==> config.mk <==
export PLATFORM = sky130hd
export DESIGN_NAME = dcore_rx_top
export DESIGN_NICKNAME = d
export VERILOG_FILES = /design/src/design/dcore_pkg.sv /design/src/design/dcore_rx_top.sv /design/src/design/pi_ctl_scaler.sv /design/src/design/prbs_checker.sv /design/src/design/prbs_gen.sv /design/src/design/rx_bit_path.sv
export SDC_FILE = /design/constraint.sdc
export NUM_CORES = 2
export LEC_CHECK = 0
export CAP_MARGIN = 20
export CORE_ASPECT_RATIO = 1.5
export CORE_MARGIN = 1.5
export CORE_UTILIZATION = 58
export DETAILED_ROUTE_END_ITERATION = 10
export DONT_BUFFER_PORTS = 1
export GPL_TIMING_DRIVEN = 1
export HOLD_SLACK_MARGIN = 0.02
export PLACE_DENSITY = 0.76
export SLEW_MARGIN = 20
export SYNTH_ARGS = -nofsm -noshare
export SYNTH_HDL_FRONTEND = slang
export SYNTH_SLANG_ARGS = --single-unit
==> constraint.sdc <==
create_clock -name clk_adc -period 6.2 [get_ports clk_adc]
set_input_delay 0.31 -clock clk_adc [delete_from_list [all_inputs] [get_ports clk_adc]]
set_output_delay 0.31 -clock clk_adc [all_outputs]
set_load 0.005 [all_outputs]
==> src/design/dcore_pkg.sv <==
package dcore_pkg;

    //////////////////////////////////////////////////////////////////////
    // sizes
    //////////////////////////////////////////////////////////////////////

    localparam int N_TI     = 16;   // interleaved channels
    localparam int N_ADC    = 8;    // signed ADC code width
    localparam int N_PI     = 9;    // PI control code width
    localparam int N_OUT    = 4;    // PI outputs
    localparam int N_PRBS   = 32;   // LFSR state and tap mask width
    localparam int N_MAXSEL = 5;

    //////////////////////////////////////////////////////////////////////
    // data types
    //////////////////////////////////////////////////////////////////////

    // one code per channel, each read back as signed
    typedef logic [N_TI-1:0][N_ADC-1:0] adc_codes_t;

    typedef logic [N_TI-1:0] rx_bits_t;

    typedef logic [N_OUT-1:0][N_PI-1:0] pi_codes_t;

    //////////////////////////////////////////////////////////////////////
    // configuration
    //////////////////////////////////////////////////////////////////////

    typedef struct packed {
        logic              cke;
        logic [N_PRBS-1:0] eqn;
        logic [N_PRBS-1:0] init;
        logic              inj_err;
    } prbs_gen_cfg_t;

    // checker modes, encoding 2'd3 holds like freeze
    typedef enum logic [1:0] {
        CHK_ALIGN  = 2'd0,
        CHK_COUNT  = 2'd1,
        CHK_FREEZE = 2'd2
    } chk_mode_e;

    typedef struct packed {
        logic              cke;
        logic [N_PRBS-1:0] eqn;
        logic [N_TI-1:0]   chan_sel;
        chk_mode_e         mode;
    } prbs_chk_cfg_t;

    typedef struct packed {
        logic [N_MAXSEL-1:0] max_sel;
        logic [N_PI-1:0]     offset;
        logic                bypass_en;
        logic [N_PI-1:0]     bypass_code;
    } pi_ch_cfg_t;

endpackage
==> src/design/dcore_rx_top.sv <==
`timescale 1ns/1ps
`default_nettype none

module dcore_rx_top #(
    parameter int N_COUNT = 32
) (
    input  wire logic                                         clk_adc,
    input  wire logic                                         reset_i,

    // ADC side
    input  wire dcore_pkg::adc_codes_t                        adc_codes_i,
    input  wire logic signed [dcore_pkg::N_ADC-1:0]           adc_thresh_i,
    input  wire logic                                         sel_bist_i,

    // PRBS configuration
    input  wire dcore_pkg::prbs_gen_cfg_t                     gen_cfg_i,
    input  wire dcore_pkg::prbs_chk_cfg_t                     chk_cfg_i,

    // PI control
    input  wire dcore_pkg::pi_codes_t                         pi_ctl_i,
    input  wire dcore_pkg::pi_ch_cfg_t [dcore_pkg::N_OUT-1:0] pi_cfg_i,

    output wire logic [N_COUNT-1:0]                           err_bits_o,
    output wire logic [N_COUNT-1:0]                           total_bits_o,
    output dcore_pkg::pi_codes_t                              pi_ctl_o
);

    logic                bist_bit;
    dcore_pkg::rx_bits_t rx_bits;

    //////////////////////////////////////////////////////////////////////
    // bit checking path
    //////////////////////////////////////////////////////////////////////

    // BIST source
    prbs_gen prbs_gen_i (
        .clk_adc (clk_adc),
        .reset_i (reset_i),
        .cfg_i   (gen_cfg_i),
        .bit_o   (bist_bit)
    );

    // slicer and source mux
    rx_bit_path rx_bit_path_i (
        .clk_adc    (clk_adc),
        .reset_i    (reset_i),
        .codes_i    (adc_codes_i),
        .thresh_i   (adc_thresh_i),
        .sel_bist_i (sel_bist_i),
        .bist_bit_i (bist_bit),
        .rx_bits_o  (rx_bits)
    );

    prbs_checker #(
        .N_COUNT (N_COUNT)
    ) prbs_checker_i (
        .clk_adc      (clk_adc),
        .reset_i      (reset_i),
        .cfg_i        (chk_cfg_i),
        .rx_bits_i    (rx_bits),
        .err_bits_o   (err_bits_o),
        .total_bits_o (total_bits_o)
    );

    //////////////////////////////////////////////////////////////////////
    // PI control codes
    //////////////////////////////////////////////////////////////////////

    pi_ctl_scaler pi_ctl_scaler_i (
        .clk_adc  (clk_adc),
        .reset_i  (reset_i),
        .pi_ctl_i (pi_ctl_i),
        .cfg_i    (pi_cfg_i),
        .pi_ctl_o (pi_ctl_o)
    );

endmodule

`default_nettype wire

==> src/design/pi_ctl_scaler.sv <==
`timescale 1ns/1ps
`default_nettype none

module pi_ctl_scaler (
    input  wire logic                                         clk_adc,
    input  wire logic                                         reset_i,
    input  wire dcore_pkg::pi_codes_t                         pi_ctl_i,
    input  wire dcore_pkg::pi_ch_cfg_t [dcore_pkg::N_OUT-1:0] cfg_i,
    output dcore_pkg::pi_codes_t                              pi_ctl_o
);

    dcore_pkg::pi_codes_t pi_next;

    //////////////////////////////////////////////////////////////////////
    // per output arithmetic
    //////////////////////////////////////////////////////////////////////

    for (genvar j = 0; j < dcore_pkg::N_OUT; j++) begin : g_out
        logic [dcore_pkg::N_PI-1:0]   scale;
        logic [dcore_pkg::N_PI-1:0]   unscaled;
        logic [2*dcore_pkg::N_PI-1:0] product;

        // full scale at max_sel 31 is 511
        assign scale    = ((cfg_i[j].max_sel + 1'b1) << 4) - 1'b1;

        // offset wraps modulo 2^N_PI
        assign unscaled = pi_ctl_i[j] + cfg_i[j].offset;

        assign product  = unscaled * scale;

        // keep the upper half of the product
        assign pi_next[j] = cfg_i[j].bypass_en ? cfg_i[j].bypass_code :
                                                 product[2*dcore_pkg::N_PI-1:dcore_pkg::N_PI];
    end

    //////////////////////////////////////////////////////////////////////
    // output register
    //////////////////////////////////////////////////////////////////////

    always_ff @(posedge clk_adc) begin
        if (reset_i) begin
            pi_ctl_o <= '0;
        end else begin
            pi_ctl_o <= pi_next;
        end
    end

endmodule

`default_nettype wire

==> src/design/prbs_checker.sv <==
`timescale 1ns/1ps
`default_nettype none

module prbs_checker #(
    parameter int N_COUNT = 32
) (
    input  wire logic                     clk_adc,
    input  wire logic                     reset_i,
    input  wire dcore_pkg::prbs_chk_cfg_t cfg_i,
    input  wire dcore_pkg::rx_bits_t      rx_bits_i,
    output logic [N_COUNT-1:0]            err_bits_o,
    output logic [N_COUNT-1:0]            total_bits_o
);

    // received history per channel
    logic [dcore_pkg::N_TI-1:0][dcore_pkg::N_PRBS-1:0] hist;
    logic [dcore_pkg::N_TI-1:0][dcore_pkg::N_PRBS-1:0] hist_next;

    dcore_pkg::rx_bits_t pred;
    dcore_pkg::rx_bits_t mismatch;

    logic [N_COUNT-1:0] err_inc;
    logic [N_COUNT-1:0] tot_inc;

    //////////////////////////////////////////////////////////////////////
    // prediction
    //////////////////////////////////////////////////////////////////////

    always_comb begin
        for (int k = 0; k < dcore_pkg::N_TI; k++) begin
            pred[k]      = ^(hist[k] & cfg_i.eqn);
            hist_next[k] = {hist[k][dcore_pkg::N_PRBS-2:0], rx_bits_i[k]};
        end
    end

    // only selected channels can flag an error
    assign mismatch = (pred ^ rx_bits_i) & cfg_i.chan_sel;

    // popcounts for this cycle
    always_comb begin
        err_inc = '0;
        tot_inc = '0;
        for (int k = 0; k < dcore_pkg::N_TI; k++) begin
            err_inc = err_inc + N_COUNT'(mismatch[k]);
            tot_inc = tot_inc + N_COUNT'(cfg_i.chan_sel[k]);
        end
    end

    //////////////////////////////////////////////////////////////////////
    // history and counters
    //////////////////////////////////////////////////////////////////////

    always_ff @(posedge clk_adc) begin
        if (reset_i) begin
            hist         <= '0;
            err_bits_o   <= '0;
            total_bits_o <= '0;
        end else if (cfg_i.cke) begin
            case (cfg_i.mode)
                dcore_pkg::CHK_ALIGN: begin
                    // lock onto the incoming sequence
                    hist         <= hist_next;
                    err_bits_o   <= '0;
                    total_bits_o <= '0;
                end
                dcore_pkg::CHK_COUNT: begin
                    hist         <= hist_next;
                    err_bits_o   <= err_bits_o + err_inc;
                    total_bits_o <= total_bits_o + tot_inc;
                end
                default: begin
                    // freeze, everything holds
                    hist         <= hist;
                    err_bits_o   <= err_bits_o;
                    total_bits_o <= total_bits_o;
                end
            endcase
        end
    end

endmodule

`default_nettype wire

==> src/design/prbs_gen.sv <==
`timescale 1ns/1ps
`default_nettype none

module prbs_gen (
    input  wire logic                     clk_adc,
    input  wire logic                     reset_i,
    input  wire dcore_pkg::prbs_gen_cfg_t cfg_i,
    output logic                          bit_o
);

    logic [dcore_pkg::N_PRBS-1:0] state;
    logic                         new_bit;

    // fibonacci feedback, parity of tapped state bits
    assign new_bit = ^(state & cfg_i.eqn);

    //////////////////////////////////////////////////////////////////////
    // LFSR state and output
    //////////////////////////////////////////////////////////////////////

    always_ff @(posedge clk_adc) begin
        if (reset_i) begin
            state <= cfg_i.init;
            bit_o <= 1'b0;
        end else if (cfg_i.cke) begin
            // new bit enters at the low end
            state <= {state[dcore_pkg::N_PRBS-2:0], new_bit};
            // injected error flips the output only
            bit_o <= new_bit ^ cfg_i.inj_err;
        end
    end

endmodule

`default_nettype wire

==> src/design/rx_bit_path.sv <==
`timescale 1ns/1ps
`default_nettype none

module rx_bit_path (
    input  wire logic                              clk_adc,
    input  wire logic                              reset_i,
    input  wire dcore_pkg::adc_codes_t             codes_i,
    input  wire logic signed [dcore_pkg::N_ADC-1:0] thresh_i,
    input  wire logic                              sel_bist_i,
    input  wire logic                              bist_bit_i,
    output dcore_pkg::rx_bits_t                    rx_bits_o
);

    dcore_pkg::rx_bits_t slice_bits;
    dcore_pkg::rx_bits_t bist_bits;

    //////////////////////////////////////////////////////////////////////
    // slicer
    //////////////////////////////////////////////////////////////////////

    // decide a one at or above the threshold, signed compare
    always_comb begin
        for (int k = 0; k < dcore_pkg::N_TI; k++) begin
            slice_bits[k] = ($signed(codes_i[k]) >= thresh_i);
        end
    end

    // bist bit fans out to every channel
    assign bist_bits = {dcore_pkg::N_TI{bist_bit_i}};

    //////////////////////////////////////////////////////////////////////
    // source select and register
    //////////////////////////////////////////////////////////////////////

    always_ff @(posedge clk_adc) begin
        if (reset_i) begin
            rx_bits_o <= '0;
        end else if (sel_bist_i) begin
            rx_bits_o <= bist_bits;
        end else begin
            rx_bits_o <= slice_bits;
        end
    end

endmodule

`default_nettype wire

# Yosys cells after proc, flatten, opt, wreduce, memory -nomap -nowiden
# Cells that the tools add are included.
[op_classes]
n_addsub = 44
n_mul = 4
n_lt_le_gt_ge = 16
n_eq_ne = 1
n_mux = 9
bitwise_logic = 20
reduce_logical = 23
[ops]
columns = ["operator", "count"]
rows = [
  ["$add A32 B1 Y32", 28],
  ["$and A32 B32 Y32", 17],
  ["$reduce_xor A32 Y1", 17],
  ["$ge A8 B8 Y1", 16],
  ["$pmux W32 S2", 2],
  ["$mul A9 B9 Y18", 4],
  ["$add A32 B32 Y32", 2],
  ["$mux W32", 2],
  ["$add A9 B9 Y9", 4],
  ["$mux W9", 4],
  ["$sub A9 B1 Y9 const B", 4],
  ["$add A5 B1 Y5 const B", 4],
  ["$and A16 B16 Y16", 1],
  ["$mux W16", 1],
  ["$xor A16 B16 Y16", 1],
  ["$add A1 B1 Y2", 2],
  ["$reduce_and A2 Y1", 2],
  ["$reduce_bool A2 Y1", 2],
  ["$eq A2 B1 Y1 const B", 1],
  ["$logic_not A2 Y1", 1],
  ["$reduce_or A2 Y1", 1],
  ["$xor A1 B1 Y1", 1],
]
[totals]
regBits = 661
inputBits = 388
elab_cells = 142

# Logic depth before layout (Yosys ltp)
[depth]
ltp_word = 21
depth_mapped = 28
mapped_depth_nobuf = 28

# By module
# A second synthesis with hierarchy kept.
[unflattened]
hier_cells = 5570
hier_area_um2 = 44810.5
[modules_own_cells]
columns = ["module", "instances", "cells_each", "area_each_um2"]
rows = [
  ["prbs_checker", 1, 3747, 27893.0],
  ["pi_ctl_scaler", 1, 1316, 11752.5],
  ["rx_bit_path", 1, 369, 3377.0],
  ["prbs_gen", 1, 138, 1788.0],
]

# Least setup slack after synthesis
# Ideal clock, no wire load.
[synth_timing]
path_type = "input port to flip-flop"
startpoint = "in chk_cfg_i[40] in the netlist's numbering"
endpoint = "reg prbs_checker_i.err_bits_o[30]"
setup_time_ns = 0.071
t_arrival_ns = 5.992
required_ns = 6.129
slack_ns = 0.137
cell_stages = 27
n_path_buf = 2
cell_sequence = "clkbuf_1 clkbuf_1 nand2_1 xor2_1 xnor2_1 xnor2_1 xnor2_1 xnor2_1 and2_1 ha_1 inv_1 fa_1 fa_1 fa_1 fa_1 inv_1 ha_1 inv_1 fa_1 nor2b_1 o21ai_0 a21boi_0 o21a_1 o21ai_2 nand2b_1 or3_1 a21oi_1"
[synth_via]
elab_chain_len = 21
word_cells_on_any_way = 51
classes_between = "16 x add/sub; 1 x mux; 18 x bitwise; 16 x reduce/logical"
[synth_lines]
columns = ["element", "line", "rtl"]
rows = [
  ["start, declared", "dcore_rx_top.sv:17", "input wire dcore_pkg::prbs_chk_cfg_t chk_cfg_i,"],
  ["$and A32 B32 Y32", "prbs_checker.sv:31", "pred[k] = ^(hist[k] & cfg_i.eqn);"],
  ["$reduce_xor A32 Y1", "prbs_checker.sv:31", ""],
  ["$xor A16 B16 Y16 (*)", "prbs_checker.sv:37", "assign mismatch = (pred ^ rx_bits_i) & cfg_i.chan_sel;"],
  ["$and A16 B16 Y16 (*)", "prbs_checker.sv:37", ""],
  ["$add A1 B1 Y2", "prbs_checker.sv:44", "err_inc = err_inc + N_COUNT'(mismatch[k]);"],
  ["$add A32 B1 Y32 (13 in a row)", "prbs_checker.sv:44", ""],
  ["$add A32 B1 Y32 (*)", "prbs_checker.sv:44", ""],
  ["$add A32 B32 Y32 (*)", "prbs_checker.sv:68", "err_bits_o <= err_bits_o + err_inc;"],
  ["$pmux W32 S2 (*)", "prbs_checker.sv:59", "case (cfg_i.mode)"],
  ["end signal, assigned", "prbs_checker.sv:68", ""],
  ["end signal, assigned", "prbs_checker.sv:74", "err_bits_o <= err_bits_o;"],
  ["end, declared", "prbs_checker.sv:11", "output logic [N_COUNT-1:0] err_bits_o,"],
]
# Every way passes the cells marked *; elsewhere a longest branch is shown, timed or not.
# A chain may end at the register's enable or synchronous reset.

# Worst setup path in the final report
[layout_timing]
startpoint = "reg prbs_checker_i.hist[53] in the netlist's numbering"
endpoint = "reg prbs_checker_i.err_bits_o[30]"
[layout_via]
elab_chain_len = 21
[layout_lines]
columns = ["element", "line", "rtl"]
rows = [
  ["start, declared", "prbs_checker.sv:16", "logic [dcore_pkg::N_TI-1:0][dcore_pkg::N_PRBS-1:0] hist;"],
  ["start signal, assigned", "prbs_checker.sv:62", "hist <= hist_next;"],
  ["start signal, assigned", "prbs_checker.sv:67", "hist <= hist_next;"],
  ["start signal, assigned", "prbs_checker.sv:73", "hist <= hist;"],
  ["$and A32 B32 Y32", "prbs_checker.sv:31", ""],
  ["$reduce_xor A32 Y1", "prbs_checker.sv:31", ""],
  ["$xor A16 B16 Y16", "prbs_checker.sv:37", ""],
  ["$and A16 B16 Y16", "prbs_checker.sv:37", ""],
  ["$add A1 B1 Y2", "prbs_checker.sv:44", ""],
  ["$add A32 B1 Y32 (14 in a row)", "prbs_checker.sv:44", ""],
  ["$add A32 B32 Y32", "prbs_checker.sv:68", ""],
  ["$pmux W32 S2", "prbs_checker.sv:59", ""],
]
# No other way between the ends.

==> results.md <==
- Status: finished clean
- Pins Over Slew Limit: 0
- Pre-antenna DRT Iters: 6
- Wire per inst: between 15 and 20 um
- Commonest cells in the synthesized netlist: nand2_1 (1710), dfxtp_1 (629), a21oi_1 (616)
- CTS root buf: clkbuf_16
- Placement Rows: 124
- Placed Instances: 6447
- Post-synthesis area per instance: 7.907 um2
- Synth Instances: 5643
- Count of boundary I/O pins: 488
- CP Class: flip-flop to flip-flop
- Multi-input gate area: 28360 um2
- Design Area, Final: 51070 um2
- CP startpoint kind: flip-flop
- Worst skew pair latency: 0.64 ns
- Vias: between 30k and 40k
- Skew final: 0.03397 ns
- Post-synth cell types: 65
- Die area: 78640 um2
- CP Capture Type: flip-flop
- Max_slew headroom: 0.1479
- Routability-driven placement congestion ratio: 0.9271
- Synth Flop Type: dfxtp_1
- Max Freq: 167.7 MHz
- Cts bufs inserted: 67
- Initial antenna violation count: 3
- Nets@finish: 6771
- Post-DP HPWL: 84.38 mm
- Register area: 13570 um2
- WP data required: roughly 6.8 ns
- Worst-path clk slew: 0.06 ns
- Filler cells: 6132
- Async set or reset register ratio after synthesis: 0
- Vias in the first global route: 38.99k
- Total GRT Usage: 0.3200
- Worst VDD drop: 0.001089 V
- Power Dens Cells: approximately 410 nW/um2
- Synthesized Nets: 6587
- Leakage: 20.63 nW
- Drc violations: 0
- Synthesized cell area: about 45000 um2
- Number of synthesized flops with an enable pin: 32
- Pin count of the biggest net entering global routing: 345
- Register area share after synthesis: 0.3037
- Area Growth Syn to Fin: 14.45%
- Share of cells above drive strength 1: 0.04527
- CTS tree: built
- Die H: 342.7 um
- Drt total wl: 128.4 mm
- Post CTS Setup Buffer Count: 0
- Final Setup Violations: 0
- Initial DRC count: around 3.5k
- Core Box Area: 76180 um2
- Width of the die: roughly 230 um
- Clock Sink Count: 661
- Crit share post-route: 0.9619
- IO Port Bufs: 0
- Placed instance area: 45400 um2
- Worst Hold Class: input port to flip-flop
- Max Cap Violations: 0
- Total grt overflow: 0
- Ys Warns: 0
- Initial Util: 0.5857
- H-tree levels: 3
- CP Data Arrival Time: 6.53 ns
- Clock buffer depth: 3
- Area share of the largest cell type after synthesis: 0.2822
- First-pass GRT wire length: 200.9 mm
- Non-Filler Instances: 6886
- Worst-path maximum fanout: 5
- DR vias/cell: approximately 5.6
- Routed Antenna Nets: 0
- Least-Margin Pin Slew: 1.278 ns
- Number of synthesized register bits: 661
- Minimum clock period after layout: 5.964 ns
- Top-count cell post-synth: nand2_1
- Final Hold Vio Count: 0
- Largest area contributor in the netlist: dfxtp_1
- Area contributors post-synth: dfxtp_1 (28%), nand2_1 (14%), fa_1 (10%), xnor2_1 (9.5%), ha_1 (9.4%)
[where the power goes]
part	total (W)	internal (W)	switching [W]
logic	0.0118	0.00526	0.00655
clock network	0.00429	0.00247	0.00181
registers	0.00459	0.00446	0.000122
total	0.0207	0.0122	0.00848
[final timing paths]
kind,start,to,slack (ns),cells after the start
max,prbs_checker_i.hist[53],prbs_checker_i.err_bits_o[30],0.24,26
min,pi_cfg_i[57],pi_ctl_scaler_i.pi_ctl_o[23],0.07,2
max reg2reg,prbs_checker_i.hist[53],prbs_checker_i.err_bits_o[30],0.24,26
min reg2reg,prbs_checker_i.hist[319],prbs_checker_i.hist[319],0.46,2
[metrics by stage]
step | hold slack, ns | TNS (ns) | util | power, W | worst slack (ns)
6_report | 0.07458 | 0 | 0.6704 | 0.02068 | 0.2362
4_1_cts | 0.02731 | 0 | 0.6681 | 0.02049 | 0.009592
2_1_floorplan | 0.4185 | 0 | - | 0.01304 | 0.1370
3_5_place_dp | 0.4271 | -0.02765 | 0.5960 | 0.01566 | -0.01899
5_1_grt | 0.07462 | -0.2279 | 0.6704 | 0.02245 | -0.06492
3_3_place_gp | 0.4291 | 0 | 0.5960 | 0.01527 | 0.05612
[cells in the final DEF (no fill, tap or decap), types with 68 or more instances in the layout]
cell type | synthesis | final
fa_1 | 222 | 221
xor2_1 | 186 | 186
dlygate4sd3_1 | 0 | 318
buf_4 | 1 | 68
xnor2_1 | 483 | 476
clkbuf_16 | 0 | 70
dfxtp_1 | 629 | 618
nand2_1 | 1710 | 1704
a21o_1 | 83 | 83
a21oi_1 | 616 | 615
nor2_1 | 179 | 179
ha_1 | 334 | 332
inv_1 | 479 | 478
[cell type report]
type / count / share of cell area
Inverter: 480 / 0.03528
Tap cell: 1008 / 0.02470
Clock inverter: 19 / 0.005390
Sequential cell: 661 / 0.2657
Multi-Input combinational cell: 4227 / 0.5553
Antenna cell: 2 / 0.00009800
Timing Repair Buffer: 390 / 0.07419
Clock buffer: 99 / 0.03937
[registers in the layout, indices dropped and copies added, names as in the netlist]
| signal | flops |
|---|---|
| prbs_checker_i.err_bits_o | 32 |
| prbs_gen_i.state | 32 |
| prbs_gen_i.bit_o | 1 |
| rx_bit_path_i.rx_bits_o | 16 |
| pi_ctl_scaler_i.pi_ctl_o | 36 |
| prbs_checker_i.hist | 512 |
| prbs_checker_i.total_bits_o | 32 |
[kinds of logic after synthesis]
| group | synth area share |
|---|---|
| AO/OA/AOI/OAI | 0.1108 |
| XOR/XNOR | 0.1313 |
| adder cells (fa/ha/maj) | 0.1933 |
| buffers and inverters | 0.06427 |
| flip-flops | 0.3037 |
| multiplexers | 0.008973 |
| AND/OR/NAND/NOR | 0.1876 |
[per-layer routing]
layer / track usage / share of wire / routed length, um / up-vias
met5: 0 / 0 / 0 / -
met3: 0.06001 / 0.083 / 10700 / 408
met2: 0.5708 / 0.50 / 64040 / 1647
met4: 0.1663 / 0.052 / 6651 / 0
met1: 0.3624 / 0.37 / 47000 / 18242
li1: - / - / - / 18240
[critical path, cell delays in order (launching register included)]
cell and delay (ns):
dfxtp_1 0.34, nand2_1 0.13, xnor2_2 0.17, xnor2_1 0.18
xnor2_1 0.18, xnor2_1 0.16, xnor2_1 0.18, xnor2_2 0.14
and2_4 0.19, ha_4 0.27, inv_1 0.05, fa_1 0.52
fa_1 0.45, fa_1 0.54, fa_1 0.41, inv_1 0.08
ha_2 0.17, inv_1 0.05, fa_2 0.33, nor2b_1 0.11
o21ai_1 0.10, a21boi_1 0.19, o21a_1 0.19, o21ai_2 0.08
nand2b_4 0.18, or3_4 0.39, a21oi_2 0.11
[repair_timing]
action | 4_1_cts | 5_1_grt
cloned | 0 | 0
endpoints found under the hold margin | 605 | 0
endpoints found under the setup margin | 3 | 30
gates resized for setup | 1 | 40
pin swaps | 0 | 24
hold buffers | 319 | 0
Power figures use the tool's default switching activity.
